[config.mk]
export PLATFORM = sky130hd
export DESIGN_NAME = hex_dump_top
export DESIGN_NICKNAME = d
export VERILOG_FILES = /design/src/logic/capture_pkg.sv /design/src/logic/uart_pkg.sv /design/src/logic/hex_dump_top.sv /design/src/logic/uart_tx.sv /design/src/logic/sample_fifo.sv /design/src/logic/capture_ctrl.sv /design/src/logic/cmd_assembler.sv /design/src/logic/uart_rx.sv
export SDC_FILE = /design/constraint.sdc
export NUM_CORES = 1
export LEC_CHECK = 0
export CORE_MARGIN = 5
export CORE_UTILIZATION = 63
export CTS_CLUSTER_DIAMETER = 50
export DETAILED_ROUTE_END_ITERATION = 6
export DONT_BUFFER_PORTS = 1
export PLACE_DENSITY = 0.86
export SYNTH_ARGS = -nofsm -noshare
export SYNTH_HDL_FRONTEND = slang
export SYNTH_SLANG_ARGS = --single-unit
[constraint.sdc]
create_clock -name clk -period 5.7 [get_ports clk]
set_input_delay 0.285 -clock clk [delete_from_list [all_inputs] [get_ports clk]]
set_output_delay 0.285 -clock clk [all_outputs]
set_load 0.05 [all_outputs]
[src/logic/capture_pkg.sv]
package capture_pkg;

    typedef logic [7:0] sample_t;     // one probe sample
    typedef logic [1:0] reg_addr_t;   // register select in the control byte

    localparam reg_addr_t reg_trig_mask  = 2'd0;
    localparam reg_addr_t reg_trig_value = 2'd1;
    localparam reg_addr_t reg_count      = 2'd2;   // address 3 has no register

    // control byte bit that requests a dump
    localparam int dump_bit = 7;

    typedef enum logic [1:0] {
        cap_idle,
        cap_armed,   // waiting for masked trigger match
        cap_fill     // storing one sample per clock
    } capture_state_t;

endpackage

[src/logic/uart_pkg.sv]
package uart_pkg;

    // one byte on the serial line
    typedef logic [7:0] byte_t;

    // 48 MHz clock at 1 Mbaud
    localparam int default_clks_per_bit = 48;

endpackage
[src/logic/hex_dump_top.sv]
`timescale 1ns/1ps

module hex_dump_top #(
    parameter int clks_per_bit = uart_pkg::default_clks_per_bit,
    parameter int fifo_depth   = 32
) (
    input  logic                 clk,
    input  logic                 rst_n,
    input  logic                 rx,
    input  capture_pkg::sample_t probe,
    output logic                 tx
);
    import uart_pkg::*;
    import capture_pkg::*;

    byte_t   rx_data;
    logic    rx_stb;
    byte_t   cmd_ctrl;
    byte_t   cmd_data;
    logic    cmd_req;
    logic    cmd_ack;
    sample_t fifo_din;
    sample_t fifo_dout;
    logic    fifo_wr;
    logic    fifo_rd;
    logic    fifo_empty;
    logic    fifo_full;

    uart_rx #(
        .clks_per_bit (clks_per_bit)
    ) u_rx (
        .clk     (clk),
        .rst_n   (rst_n),
        .rx      (rx),
        .rx_data (rx_data),
        .rx_stb  (rx_stb)
    );

    cmd_assembler u_cmd (
        .clk      (clk),
        .rst_n    (rst_n),
        .rx_data  (rx_data),
        .rx_stb   (rx_stb),
        .cmd_ack  (cmd_ack),
        .cmd_req  (cmd_req),
        .cmd_ctrl (cmd_ctrl),
        .cmd_data (cmd_data)
    );

    capture_ctrl #(
        .fifo_depth (fifo_depth)
    ) u_capture (
        .clk       (clk),
        .rst_n     (rst_n),
        .cmd_req   (cmd_req),
        .cmd_ctrl  (cmd_ctrl),
        .cmd_data  (cmd_data),
        .probe     (probe),
        .fifo_full (fifo_full),
        .cmd_ack   (cmd_ack),
        .fifo_wr   (fifo_wr),
        .fifo_din  (fifo_din)
    );

    sample_fifo #(
        .fifo_depth (fifo_depth)
    ) u_fifo (
        .clk        (clk),
        .rst_n      (rst_n),
        .fifo_wr    (fifo_wr),
        .fifo_din   (fifo_din),
        .fifo_rd    (fifo_rd),
        .fifo_dout  (fifo_dout),
        .fifo_empty (fifo_empty),
        .fifo_full  (fifo_full)
    );

    uart_tx #(
        .clks_per_bit (clks_per_bit)
    ) u_tx (
        .clk        (clk),
        .rst_n      (rst_n),
        .fifo_dout  (fifo_dout),
        .fifo_empty (fifo_empty),
        .fifo_rd    (fifo_rd),
        .tx         (tx)
    );

endmodule

[src/logic/uart_tx.sv]
`timescale 1ns/1ps

module uart_tx #(
    parameter int clks_per_bit = uart_pkg::default_clks_per_bit
) (
    input  logic                 clk,
    input  logic                 rst_n,
    input  capture_pkg::sample_t fifo_dout,
    input  logic                 fifo_empty,
    output logic                 fifo_rd,
    output logic                 tx
);
    import uart_pkg::*;

    localparam int cnt_w = $clog2(clks_per_bit);
    localparam logic [cnt_w-1:0] full_cnt = cnt_w'(clks_per_bit - 1);

    typedef enum logic [1:0] {tx_idle, tx_start, tx_bits, tx_stop} tx_state_t;

    tx_state_t        state;
    logic [cnt_w-1:0] baud_cnt;
    logic [2:0]       bit_idx;
    logic             bit_done;
    logic             shift_en;
    byte_t            shift_reg;

    assign bit_done = (baud_cnt == full_cnt);

    // pop when idle, or at the very end of a stop bit for back-to-back frames
    assign fifo_rd = !fifo_empty && (state == tx_idle || (state == tx_stop && bit_done));

    assign shift_en = bit_done && (state == tx_start || (state == tx_bits && bit_idx != 3'd7));

    always_ff @(posedge clk or negedge rst_n) begin
        if (!rst_n) begin
            state    <= tx_idle;
            baud_cnt <= '0;
            bit_idx  <= '0;
            tx       <= 1'b1;
        end else if (fifo_rd) begin
            state    <= tx_start;
            baud_cnt <= '0;
            tx       <= 1'b0;   // start bit
        end else begin
            baud_cnt <= bit_done ? '0 : baud_cnt + 1'b1;
            case (state)
                tx_idle: begin
                    baud_cnt <= '0;
                    tx       <= 1'b1;
                end
                tx_start: begin
                    if (bit_done) begin
                        bit_idx <= '0;
                        tx      <= shift_reg[0];
                        state   <= tx_bits;
                    end
                end
                tx_bits: begin
                    if (bit_done) begin
                        bit_idx <= bit_idx + 1'b1;
                        if (bit_idx == 3'd7) begin
                            tx    <= 1'b1;   // stop bit
                            state <= tx_stop;
                        end else begin
                            tx <= shift_reg[0];
                        end
                    end
                end
                default: begin
                    if (bit_done) begin
                        state <= tx_idle;
                    end
                end
            endcase
        end
    end

    always_ff @(posedge clk) begin
        if (fifo_rd) begin
            shift_reg <= fifo_dout;
        end else if (shift_en) begin
            shift_reg <= shift_reg >> 1;   // LSB first
        end
    end

endmodule

[src/logic/sample_fifo.sv]
`timescale 1ns/1ps

module sample_fifo #(
    parameter int fifo_depth = 32
) (
    input  logic                 clk,
    input  logic                 rst_n,
    input  logic                 fifo_wr,
    input  capture_pkg::sample_t fifo_din,
    input  logic                 fifo_rd,
    output capture_pkg::sample_t fifo_dout,
    output logic                 fifo_empty,
    output logic                 fifo_full
);
    import capture_pkg::*;

    localparam int ptr_w = (fifo_depth > 1) ? $clog2(fifo_depth) : 1;
    localparam int occ_w = $clog2(fifo_depth + 1);
    localparam logic [ptr_w-1:0] last_ptr = ptr_w'(fifo_depth - 1);

    sample_t          mem [fifo_depth];
    logic [ptr_w-1:0] wr_ptr;
    logic [ptr_w-1:0] rd_ptr;
    logic [occ_w-1:0] occupancy;
    logic             do_wr;
    logic             do_rd;

    assign do_wr      = fifo_wr && !fifo_full;   // overflow ignored
    assign do_rd      = fifo_rd && !fifo_empty;
    assign fifo_empty = (occupancy == '0);
    assign fifo_full  = (occupancy == occ_w'(fifo_depth));
    assign fifo_dout  = mem[rd_ptr];             // head word, fall-through

    always_ff @(posedge clk) begin
        if (do_wr) begin
            mem[wr_ptr] <= fifo_din;
        end
    end

    always_ff @(posedge clk or negedge rst_n) begin
        if (!rst_n) begin
            wr_ptr    <= '0;
            rd_ptr    <= '0;
            occupancy <= '0;
        end else begin
            if (do_wr) begin
                wr_ptr <= (wr_ptr == last_ptr) ? '0 : wr_ptr + 1'b1;
            end
            if (do_rd) begin
                rd_ptr <= (rd_ptr == last_ptr) ? '0 : rd_ptr + 1'b1;
            end
            case ({do_wr, do_rd})
                2'b10:   occupancy <= occupancy + 1'b1;
                2'b01:   occupancy <= occupancy - 1'b1;
                default: ;   // both or neither
            endcase
        end
    end

endmodule

[src/logic/capture_ctrl.sv]
`timescale 1ns/1ps

module capture_ctrl #(
    parameter int fifo_depth = 32
) (
    input  logic                 clk,
    input  logic                 rst_n,
    input  logic                 cmd_req,
    input  uart_pkg::byte_t      cmd_ctrl,
    input  uart_pkg::byte_t      cmd_data,
    input  capture_pkg::sample_t probe,
    input  logic                 fifo_full,
    output logic                 cmd_ack,
    output logic                 fifo_wr,
    output capture_pkg::sample_t fifo_din
);
    import capture_pkg::*;

    localparam int rem_w = $clog2(fifo_depth + 1);

    capture_state_t   state;
    sample_t          trig_mask;
    sample_t          trig_value;
    logic [7:0]       count_reg;
    logic [rem_w-1:0] remaining;
    logic [rem_w-1:0] sat_count;
    reg_addr_t        addr;
    logic             is_dump;
    logic             accept;
    logic             match;

    assign addr    = cmd_ctrl[1:0];
    assign is_dump = cmd_ctrl[dump_bit];

    // a dump waits until the previous capture is done
    assign accept = cmd_req && !cmd_ack && (!is_dump || state == cap_idle);

    assign sat_count = (int'(count_reg) > fifo_depth) ? rem_w'(fifo_depth) : rem_w'(count_reg);
    assign match     = ((probe ^ trig_value) & trig_mask) == '0;

    assign fifo_wr  = !fifo_full &&
                      (state == cap_fill || (state == cap_armed && match && remaining != '0));
    assign fifo_din = probe;   // raw sample, unmasked

    always_ff @(posedge clk or negedge rst_n) begin
        if (!rst_n) begin
            cmd_ack    <= 1'b0;
            state      <= cap_idle;
            trig_mask  <= '0;
            trig_value <= '0;
            count_reg  <= '0;
            remaining  <= '0;
        end else begin
            if (accept) begin
                cmd_ack <= 1'b1;
            end else if (!cmd_req) begin
                cmd_ack <= 1'b0;
            end

            if (accept && !is_dump) begin
                case (addr)
                    reg_trig_mask:  trig_mask  <= cmd_data;
                    reg_trig_value: trig_value <= cmd_data;
                    reg_count:      count_reg  <= cmd_data;
                    default: ;
                endcase
            end

            case (state)
                cap_idle: begin
                    if (accept && is_dump) begin
                        state     <= cap_armed;
                        remaining <= sat_count;
                    end
                end
                cap_armed: begin
                    if (remaining == '0) begin
                        state <= cap_idle;   // empty dump
                    end else if (fifo_wr) begin
                        remaining <= remaining - 1'b1;
                        state     <= (remaining == rem_w'(1)) ? cap_idle : cap_fill;
                    end
                end
                cap_fill: begin
                    if (fifo_wr) begin
                        remaining <= remaining - 1'b1;
                        if (remaining == rem_w'(1)) begin
                            state <= cap_idle;
                        end
                    end
                end
                default: state <= cap_idle;
            endcase
        end
    end

endmodule

[src/logic/cmd_assembler.sv]
`timescale 1ns/1ps

module cmd_assembler (
    input  logic            clk,
    input  logic            rst_n,
    input  uart_pkg::byte_t rx_data,
    input  logic            rx_stb,
    input  logic            cmd_ack,
    output logic            cmd_req,
    output uart_pkg::byte_t cmd_ctrl,
    output uart_pkg::byte_t cmd_data
);

    logic byte_phase;   // 0 waits for control, 1 for data
    logic hs_open;

    // handshake is open until ack has fallen again
    assign hs_open = cmd_req | cmd_ack;

    always_ff @(posedge clk or negedge rst_n) begin
        if (!rst_n) begin
            byte_phase <= 1'b0;
            cmd_req    <= 1'b0;
        end else begin
            if (cmd_req && cmd_ack) begin
                cmd_req <= 1'b0;   // ack seen, release
            end else if (rx_stb && !hs_open) begin
                byte_phase <= ~byte_phase;
                if (byte_phase) begin
                    cmd_req <= 1'b1;   // second byte completes the command
                end
            end
        end
    end

    // command words stay frozen while the handshake is open
    always_ff @(posedge clk) begin
        if (rx_stb && !hs_open) begin
            if (byte_phase) begin
                cmd_data <= rx_data;
            end else begin
                cmd_ctrl <= rx_data;
            end
        end
    end

endmodule

[src/logic/uart_rx.sv]
`timescale 1ns/1ps

module uart_rx #(
    parameter int clks_per_bit = uart_pkg::default_clks_per_bit
) (
    input  logic            clk,
    input  logic            rst_n,
    input  logic            rx,
    output uart_pkg::byte_t rx_data,
    output logic            rx_stb
);
    import uart_pkg::*;

    localparam int cnt_w = $clog2(clks_per_bit);
    localparam logic [cnt_w-1:0] full_cnt = cnt_w'(clks_per_bit - 1);
    localparam logic [cnt_w-1:0] half_cnt = cnt_w'(clks_per_bit / 2 - 1);

    typedef enum logic [1:0] {rx_idle, rx_start, rx_bits, rx_stop} rx_state_t;

    rx_state_t        state;
    logic             rx_meta;
    logic             rx_sync;
    logic [cnt_w-1:0] baud_cnt;
    logic [2:0]       bit_idx;
    logic             bit_done;
    byte_t            shift_reg;

    assign bit_done = (baud_cnt == full_cnt);

    always_ff @(posedge clk or negedge rst_n) begin
        if (!rst_n) begin
            rx_meta <= 1'b1;   // line idles high
            rx_sync <= 1'b1;
        end else begin
            rx_meta <= rx;
            rx_sync <= rx_meta;
        end
    end

    always_ff @(posedge clk or negedge rst_n) begin
        if (!rst_n) begin
            state    <= rx_idle;
            baud_cnt <= '0;
            bit_idx  <= '0;
            rx_stb   <= 1'b0;
        end else begin
            rx_stb <= 1'b0;
            case (state)
                rx_idle: begin
                    baud_cnt <= '0;
                    if (!rx_sync) begin
                        state <= rx_start;   // falling start edge
                    end
                end
                rx_start: begin
                    if (baud_cnt == half_cnt) begin
                        baud_cnt <= '0;
                        bit_idx  <= '0;
                        state    <= rx_sync ? rx_idle : rx_bits;   // glitch goes back to idle
                    end else begin
                        baud_cnt <= baud_cnt + 1'b1;
                    end
                end
                rx_bits: begin
                    if (bit_done) begin
                        baud_cnt <= '0;
                        bit_idx  <= bit_idx + 1'b1;
                        if (bit_idx == 3'd7) begin
                            state <= rx_stop;
                        end
                    end else begin
                        baud_cnt <= baud_cnt + 1'b1;
                    end
                end
                default: begin
                    if (bit_done) begin
                        rx_stb <= rx_sync;   // low stop bit drops the frame
                        state  <= rx_idle;
                    end else begin
                        baud_cnt <= baud_cnt + 1'b1;
                    end
                end
            endcase
        end
    end

    // data path, sampled mid-bit, LSB first
    always_ff @(posedge clk) begin
        if (state == rx_bits && bit_done) begin
            shift_reg <= {rx_sync, shift_reg[7:1]};
        end
        if (state == rx_stop && bit_done && rx_sync) begin
            rx_data <= shift_reg;
        end
    end

endmodule

==> results of run 1 <==
[critical path: stages (launching register included)]
cell and delay, ns:
dfrtp_1 0.40, ha_1 0.23, and3_1 0.24, a41oi_1 0.22
a21o_1 0.62, inv_1 0.43, ha_1 0.45, ha_1 0.33
a21o_1 0.10, a21oi_1 0.09, or4_1 0.48, nand3_1 0.12
xor2_1 0.14
[layout make-up]
class | count | area (µm²)
sequential | 368 | 10680
fill | 1362 | 7061
multi-input combinational | 482 | 4447
clock buffer | 53 | 1089
tap | 324 | 405.4
timing repair buffer | 15 | 237.7
clock inverter | 16 | 186.4
inverter | 20 | 75.07
[cell usage after synthesis (all sizes together), types with 5 or more instances]
library cell | count | area [µm²]
nand3b | 6 | 45.04
o21ai | 18 | 90.08
dfrtp | 74 | 1852
inv | 20 | 75.07
mux2i | 22 | 220.2
nor3b | 8 | 60.06
or3 | 5 | 31.28
a22oi | 9 | 67.56
nor3 | 19 | 100.1
nand2 | 45 | 168.9
clkbuf | 21 | 78.83
edfxtp | 291 | 8738
a21o | 5 | 37.54
nor2 | 61 | 229.0
a21oi | 14 | 70.07
xnor2 | 6 | 52.55
and2 | 6 | 37.54
mux4 | 64 | 1456
nand3 | 16 | 80.08
nand2b | 9 | 56.30
mux2 | 32 | 360.3
and3 | 7 | 43.79
ha | 34 | 425.4
buf | 17 | 107.6
nor2b | 6 | 37.54
a22o | 5 | 43.79
xor2 | 12 | 105.1
o221ai | 6 | 52.55
[layer usage]
metal / vias to the layer above / part of all wire (%) / global-route usage, %
met1: 4335 / 38 / 35.71
met3: 118 / 9.3 / 4.428
met2: 536 / 48 / 39.29
li1: 3623 / - / -
met5: - / 0 / 0
met4: 0 / 4.7 / 10.25
[metrics by stage]
step / total power [mW] / cells / hold WS [ns] / utilization (%)
6_report: 5.680 / 1278 / 0.04802 / 70.80
3_3_place_gp: 3.166 / 1198 / -0.008572 / 64.66
2_1_floorplan: 3.139 / 908 / -0.01059 / -
4_1_cts: 5.683 / 1278 / 0.03356 / 70.80
5_1_grt: 5.864 / 1278 / 0.03930 / 70.80
3_5_place_dp: 3.180 / 1198 / -0.008577 / 64.66
[cells by family after synthesis]
family / Yosys count / synth area share (%)
simple gates: 207 / 6.827
buf+inv: 58 / 1.701
mux: 118 / 13.25
xor+xnor: 18 / 1.025
flops: 368 / 69.38
compound gates: 104 / 4.923
fa+ha+maj: 35 / 2.897
[power breakdown]
group          internal (mW)  switching [mW]
registers               2.92          0.0282
logic                 0.0927           0.146
clock network           1.45            1.05
[what timing repair did]
action                    4_1_cts  5_1_grt
hold buffers                   11        0
hold endpoints to repair      334        0
resized for setup               0        0
[worst max path at each step]
stage / from / end / slack, ns / cells after the start
after detailed placement: u_tx.baud_cnt[0] / u_fifo.occupancy[5] / 1.78 / 12
after global placement: u_tx.baud_cnt[0] / u_fifo.occupancy[5] / 1.91 / 12
after floorplan: u_tx.baud_cnt[0] / u_fifo.occupancy[5] / 2.51 / 14
final: u_tx.baud_cnt[0] / u_fifo.occupancy[5] / 1.77 / 12
after global routing: u_tx.state[0] / u_fifo.occupancy[5] / 1.42 / 12
after CTS: u_tx.baud_cnt[0] / u_fifo.occupancy[5] / 1.75 / 12
==> flow_summary.ini, run 1 <==
[status]
outcome = finished clean

[global_routing]
grt_max_degree = 78
grt_usage_pct = 25.07
antenna_found_initial = 0
grt_pass1_vias = 8622
grt_pass1_wl_mm = 53.27
overflow = 0

[worst_setup_path]
end_kind = flop
worstReg2RegEnd = u_fifo.occupancy[5]
cp-start-kind = flop
reg2reg_depth = 12
worstPathRequired_ns = 6.14
worstPathMaxFanout = 26
worstSetupPathType = flop to flop
r2r_setup_slack_ns = 1.77
rr_startpoint = u_tx.baud_cnt[0]
cp.arrival_ns = 4.37

[cts]
clockBufferDepth = 3
cts_tree = done
cts.sink_count = 368
clk_pin_slew_ns = 0.06
cts-root-buf = clkbuf_16
clk_latency_ns = 0.54
htree_levels = 2
cts_setup_buffers = 0
cts_inserted_buffers = 39

[finish]
final_area_um2 = 17120
antenna_cells = 0
largest_reg_flops = 256
area_growth_pct = 11.31
final_cell_mix = 291 x edfxtp_1, 72 x dfrtp_1, 61 x nor2_1
layout.nets = 972
regMostFlops = u_fifo.mem
drive_gt1_share_pct = 18.03
layout_commonest_cell = edfxtp_1

[floorplanning]
io_pins = 12
fp.dieH_um = 166.2
dieArea_um2 = 27630
row_count = 57
start_util_pct = 63.60
design.core.area_um2 = 24180
dieWidth_um = 166.2

[detailed_routing]
drc_errors = 0
num_vias = 8612
wl_per_cell_um = 26.96
via_per_inst = 6.739
routed_wirelength_mm = 34.46
antenna_left = 0
dr.first_iter.drc_count = 1069
firstDrtPassIters = 6

[power]
peakVddDrop_v = 0.0002911
powerDensity_nw_per_um2 = 331.9
leakagePower_nw = 5.887

[sta]
finalSetupViolCount = 0
max_slew_margin_pct = 13.45
hold_viol = 0
max_freq_mhz = 254.6
fin_ws_ns = 1.773
tns_ns = 0
post-route-min-period_ns = 3.927
report.final.slew_viol_count = 0
fin_skew_ns = 0.03013
grt_setup_unrepaired = no
post-route-period-util_pct = 68.90
max_slew.worst_pin.slew_ns = 1.286

[worst_hold_path]
worstHoldStart = probe[3]
hold_depth = 1
whs_endpoint = u_fifo.mem[4][3]
hp-class = primary input to flop

[placed_design]
gp_congestion = 0.8076
dpl_cell_area_um2 = 15630
post-place-ws_ns = 1.777
port_buffers = 0
dpl.hpwl_mm = 18.98

[synth]
synthDistinctLibCells = 72
synthCells = 908
synth_edf_count = 291
synth-seq-cells = 368
synthFlopType = edfxtp_1
yosysWarnings = 0
synth.avg_cell_area_um2 = 16.94
synthArstFlopShare_pct = 20.92
yosysSeqAreaShare_pct = 69.38
syn-num-nets = 954
syn_area_um2 = 15380

[job]
drv_cap = 0
No activity file was read; power rests on OpenSTA's default activity.
==> run 2, diff against run 1 <==
==> constraint.sdc (replaced) <==
create_clock -name clk -period 4.05 [get_ports clk]
set_input_delay 0.2025 -clock clk [delete_from_list [all_inputs] [get_ports clk]]
set_output_delay 0.2025 -clock clk [all_outputs]
set_load 0.05 [all_outputs]
==> run 2 against run 1 <==
Compared with the run above:
- non-clock buffer count increased by 13
- sequential cell count unchanged
- wire length decreased by 3.0%
- sequential power increased by 41%
- global-route usage decreased by 0.46 points
- power increased by 36%
- sequential share of layout area about the same
- register-to-register slack got worse by 1.2 ns
==> flow_summary.ini, run 2 (synthesis gave the netlist of run 1 again) <==
[sta]
post-route-period-util_pct = 85.42
finalSetupViolCount = 0
report.final.slew_viol_count = 0
grt_setup_unrepaired = no
max_freq_mhz = 289.0
fin_skew_ns = 0.02255
max_slew.worst_pin.slew_ns = 1.165
max_slew_margin_pct = 22.09
hold_viol = 0
tns_ns = 0
post-route-min-period_ns = 3.460

[cts]
cts_resized = 0
cts_inserted_buffers = 37
cts_setup_buffers = 0
clockBufferDepth = 3
cts.sink_count = 368
holdBufCountCts = 17
clk_pin_slew_ns = 0.07
cts_tree = done
htree_levels = 2
clk_latency_ns = 0.53
cts-root-buf = clkbuf_16

[finish]
drive_gt1_share_pct = 17.84
regMostFlops = u_fifo.mem
layout.nets = 983
final_cell_mix = 291 x edfxtp_1, 72 x dfrtp_1, 61 x nor2_1
final_area_um2 = 17110
n_fill_cell = 1380
largest_reg_flops = 256
area_growth_pct = 11.25
layout_commonest_cell = edfxtp_1

[worst_setup_path]
rr_startpoint = u_capture.remaining[0]
cp-start-kind = flop
cp.arrival_ns = 3.90
worstPathMaxFanout = 10
endpoint = u_fifo.occupancy[5]
cpMostUsedCell = ha_1
worstPathRequired_ns = 4.49
end_kind = flop
crit_start = u_capture.remaining[0]
r2r_setup_slack_ns = 0.59
reg2reg_depth = 13
slowest_delay_ns = 0.50
worstSetupPathType = flop to flop
cp_slowest_cell = or4_1
cp_cell_sequence = inv_1, ha_1, nor2b_1, a21boi_1, o21a_1, nand2_1, ha_1, ha_1, a21o_1, a21oi_1, or4_1, nand3_1, xor2_1
worstReg2RegEnd = u_fifo.occupancy[5]

[power]
leakagePower_nw = 5.883
clockPowerShare_pct = 42.1
p_seq_share_pct = 53.6
p_sw_mw = 1.632
switching_share_pct = 21.08
peakVddDrop_v = 0.0004897
power.internal_mw = 6.109
p_comb_share_pct = 4.3
powerDensity_nw_per_um2 = 452.5

[placed_design]
dpl_cell_area_um2 = 15700
dpl.hpwl_mm = 19.34
gp_congestion = 0.8253
port_buffers = 0

[floorplanning]
design.core.area_um2 = 24180
dieWidth_um = 166.2
start_util_pct = 63.60
dieArea_um2 = 27630
io_pins = 12
fp.dieH_um = 166.2
row_count = 57

[job]
drv_cap = 0

[global_routing]
grt_pass1_vias = 8653
grt_pass1_wl_mm = 52.24
antenna_found_initial = 0
grt_max_degree = 78
grt_usage_pct = 24.62
overflow = 0

[detailed_routing]
wl_per_cell_um = 25.92
firstDrtPassIters = 5
drc_errors = 0
via_per_inst = 6.646
dr.first_iter.drc_count = 904
num_vias = 8567
antenna_left = 0
routed_wirelength_mm = 33.41

[worst_hold_path]
hp-class = primary input to async pin

[status]
outcome = finished clean
## run 2: how the worst min path moves through the flow
| stage | from | endpoint | cells after the start | slack, ns |
|---|---|---|---|---|
| 6_report | rst_n | u_rx.bit_idx[2] | 2 | 0.23 |
| 5_1_grt | rx | u_rx.rx_meta | 1 | 0.23 |
| 4_1_cts | rx | u_rx.rx_meta | 1 | 0.22 |
| 3_5_place_dp | rst_n | u_rx.bit_idx[2] | 0 | -0.09 |
| 3_3_place_gp | rst_n | u_rx.bit_idx[2] | 0 | -0.09 |
| 2_1_floorplan | rst_n | u_capture.cmd_ack | 0 | -0.09 |
## run 2: layout make-up
type	count	area, µm²	share of cell area, %
clock buffers	52	1035	6.048
multi-input cells	482	4447	25.99
clock inverters	14	123.9	0.7241
inverters	20	75.07	0.4388
well taps	324	405.4	2.370
diodes	1	2.502	0.01463
flip-flops and latches	368	10680	62.41
repair buffers	28	342.8	2.004
## run 2: power by group through the flow
stage | combinational (mW) | clock [mW] | sequential, mW
3_3_place_gp | 0.231 | 0 | 4.22
2_1_floorplan | 0.200 | 0 | 4.22
6_report | 0.332 | 3.26 | 4.15
4_1_cts | 0.331 | 3.29 | 4.15
5_1_grt | 0.377 | 3.49 | 4.15
3_5_place_dp | 0.244 | 0 | 4.23
## run 2: through the flow
step | total power [mW] | std cells | hold slack (ns) | util (%) | setup WS, ns
floorplan | 4.418 | 908 | -0.09309 | - | 0.8567
global placement | 4.456 | 1205 | -0.09096 | 64.93 | 0.7554
detailed placement | 4.470 | 1205 | -0.09174 | 64.93 | 0.6727
CTS | 7.772 | 1288 | 0.2220 | 70.75 | 0.6284
global route | 8.017 | 1288 | 0.2252 | 70.75 | 0.3259
finish | 7.741 | 1289 | 0.2303 | 70.76 | 0.5904
## run 2: worst max-delay path: cells and delay by family, from the launching register on
kind,cells,cell delay (ns)
compound gates,4,0.84
xor+xnor,1,0.14
fa+ha+maj,3,0.91
buf+inv,1,0.06
flops,1,0.41
simple gates,4,1.02
## run 2: per-layer routing
layer | GRT usage, % | share of wire, %
met5 | 0 | 0
met4 | 8.360 | 3.9
met3 | 4.380 | 9.7
met2 | 40.86 | 50
met1 | 33.67 | 37
==> run 3, diff against run 2 <==
--- a/config.mk
+++ b/config.mk
@@ -5,8 +5,10 @@
 export SDC_FILE = /design/constraint.sdc
 export NUM_CORES = 1
 export LEC_CHECK = 0
+export CELL_PAD_IN_SITES_DETAIL_PLACEMENT = 1
+export CELL_PAD_IN_SITES_GLOBAL_PLACEMENT = 1
 export CORE_MARGIN = 5
-export CORE_UTILIZATION = 63
+export CORE_UTILIZATION = 55
 export CTS_CLUSTER_DIAMETER = 50
 export DETAILED_ROUTE_END_ITERATION = 6
 export DONT_BUFFER_PORTS = 1
==> run 3 against run 2 <==
Compared with the run above:
- non-clock buffer count grew 11
- sequential share of layout area shrank 1.8 points
- largest power group unchanged
- clock skew grew 0.0067 ns
- combinational power grew 6.0%
==> flow_summary.ini, run 3 (synthesis gave the netlist of run 1 again) <==
[status]
outcome = finished clean

[sta]
max_slew_margin_pct = 33.22
hold_viol = 0
grt_setup_unrepaired = no
fin_skew_ns = 0.02930
post-route-min-period_ns = 3.738
max_freq_mhz = 267.5
max_slew.worst_pin.slew_ns = 0.9934
fin_ws_ns = 0.3120
report.final.slew_viol_count = 0
tns_ns = 0
post-route-period-util_pct = 92.30
finalSetupViolCount = 0
whs_ns = 0.2172

[detailed_routing]
wl_met1_mm = 14.50
dr.first_iter.drc_count = 947
drc_errors = 0
wl_met2_mm = 20.15
num_vias = 8863
wl_per_cell_um = 29.29
met3_length_mm = 3.459
via_per_inst = 6.503
firstDrtPassIters = 5
antenna_left = 0
routed_wirelength_mm = 39.93
highest_layer = met4

[placed_design]
port_buffers = 0
post-place-ws_ns = 0.5060
gp_congestion = 0.8230
dpl.hpwl_mm = 22.98

[power]
powerDensity_nw_per_um2 = 486.6
leakagePower_nw = 6.118
peakVddDrop_v = 0.0003956
power_mw = 8.566

[finish]
layout_commonest_cell = edfxtp_1
layout.nets = 998
largest_reg_flops = 256
regMostFlops = u_fifo.mem
regArea_um2 = 10680
drive_gt1_share_pct = 20.00
antenna_cells = 0
area_growth_pct = 14.47
n_fill_cell = 2396
final_core_util_pct = 63.54
multiInputGateArea_um2 = 4447
final_cell_mix = 291 x edfxtp_1, 72 x dfrtp_1, 61 x nor2_1

[floorplanning]
row_count = 61
io_pins = 12
dieArea_um2 = 31400
dieWidth_um = 177.2
design.core.area_um2 = 27710
start_util_pct = 55.50
fp.dieH_um = 177.2

[worst_setup_path]
cp.arrival_ns = 4.19
cp_slowest_cell = or4_1
cpMostUsedCell = ha_1
slowest_delay_ns = 0.49
worstPathRequired_ns = 4.50
cp-start-kind = flop
cp_cell_sequence = inv_1, ha_1, nor2b_1, a21boi_1, o21a_1, nand2_1, ha_1, ha_1, a21o_1, a21oi_1, or4_1, nand3_1, xor2_1
worstPathMaxFanout = 10
end_kind = flop
worstSetupPathType = flop to flop

[job]
drv_cap = 0

[global_routing]
grt_usage_pct = 26.35
antenna_found_initial = 1
grt_pass1_vias = 9534
grt_max_degree = 78
grt_pass1_wl_mm = 60.87
overflow = 0

[worst_hold_path]
hp-class = primary input to async pin

[cts]
cts.sink_count = 368
htree_levels = 2
cts_tree = done
clk_pin_slew_ns = 0.06
cts-root-buf = clkbuf_16
cts_inserted_buffers = 41
clk_latency_ns = 0.55
clockBufferDepth = 3
run 3: layer usage:
metal | global-route usage (%) | vias up
met5 | 0 | -
met4 | 10.57 | 0
met3 | 6.110 | 107
met2 | 44.57 | 464
met1 | 33.19 | 4618
li1 | - | 3674
run 3: stage by stage:
| step | cell area (µm²) | instances |
|---|---|---|
| after global placement | 15850 | 1268 |
| final | 17600 | 1363 |
| after CTS | 17600 | 1363 |
| after detailed placement | 15850 | 1268 |
| after global routing | 17600 | 1363 |
| after floorplan | 15380 | 908 |
run 3: final cells by class:
class	instances	share of cell area (%)
clock buffers	49	6.298
clock inverters	27	2.047
inverters	20	0.4265
multi-input cells	482	25.26
flip-flops and latches	368	60.65
well taps	378	2.687
repair buffers	39	2.630
run 3: path summary, 6_finish.rpt:
| check | from | endpoint | slack (ns) | cells after the start |
|---|---|---|---|---|
| min reg2reg | u_rx.rx_meta | u_rx.rx_sync | 0.36 | 0 |
| min | rst_n | u_fifo.rd_ptr[4] | 0.22 | 2 |
| max | u_capture.remaining[0] | u_fifo.occupancy[5] | 0.31 | 13 |
| max reg2reg | u_capture.remaining[0] | u_fifo.occupancy[5] | 0.31 | 13 |
| max in group asynchronous | rst_n | u_rx.rx_sync | 3.44 | 2 |
| min in group clk | rx | u_rx.rx_meta | 0.22 | 1 |
run 3: repair_timing:
action                                 in CTS  in global routing
resized for setup                           0                  0
buffers inserted                            0                  0
hold buffers                               19                  0
endpoints found under the hold margin     334                  0
run 3: where the power goes:
group | internal (mW) | switching [mW] | total, mW | leakage (nW)
Sequential | 4.11 | 0.0369 | 4.15 | 3.63
Combinational | 0.136 | 0.216 | 0.352 | 1.77
Clock | 2.49 | 1.58 | 4.07 | 0.725
Total | 6.73 | 1.83 | 8.57 | 6.12
run 3: worst max-delay path, delay by kind of cell, from the launching register on:
kind                     cells  cell delay (ns)
adder cells (fa/ha/maj)      3             0.99
flip-flops                   1             0.43
XOR/XNOR                     1             0.16
AND/OR/NAND/NOR              4             1.07
AO/OA/AOI/OAI                4             0.92
buffers and inverters        1             0.08
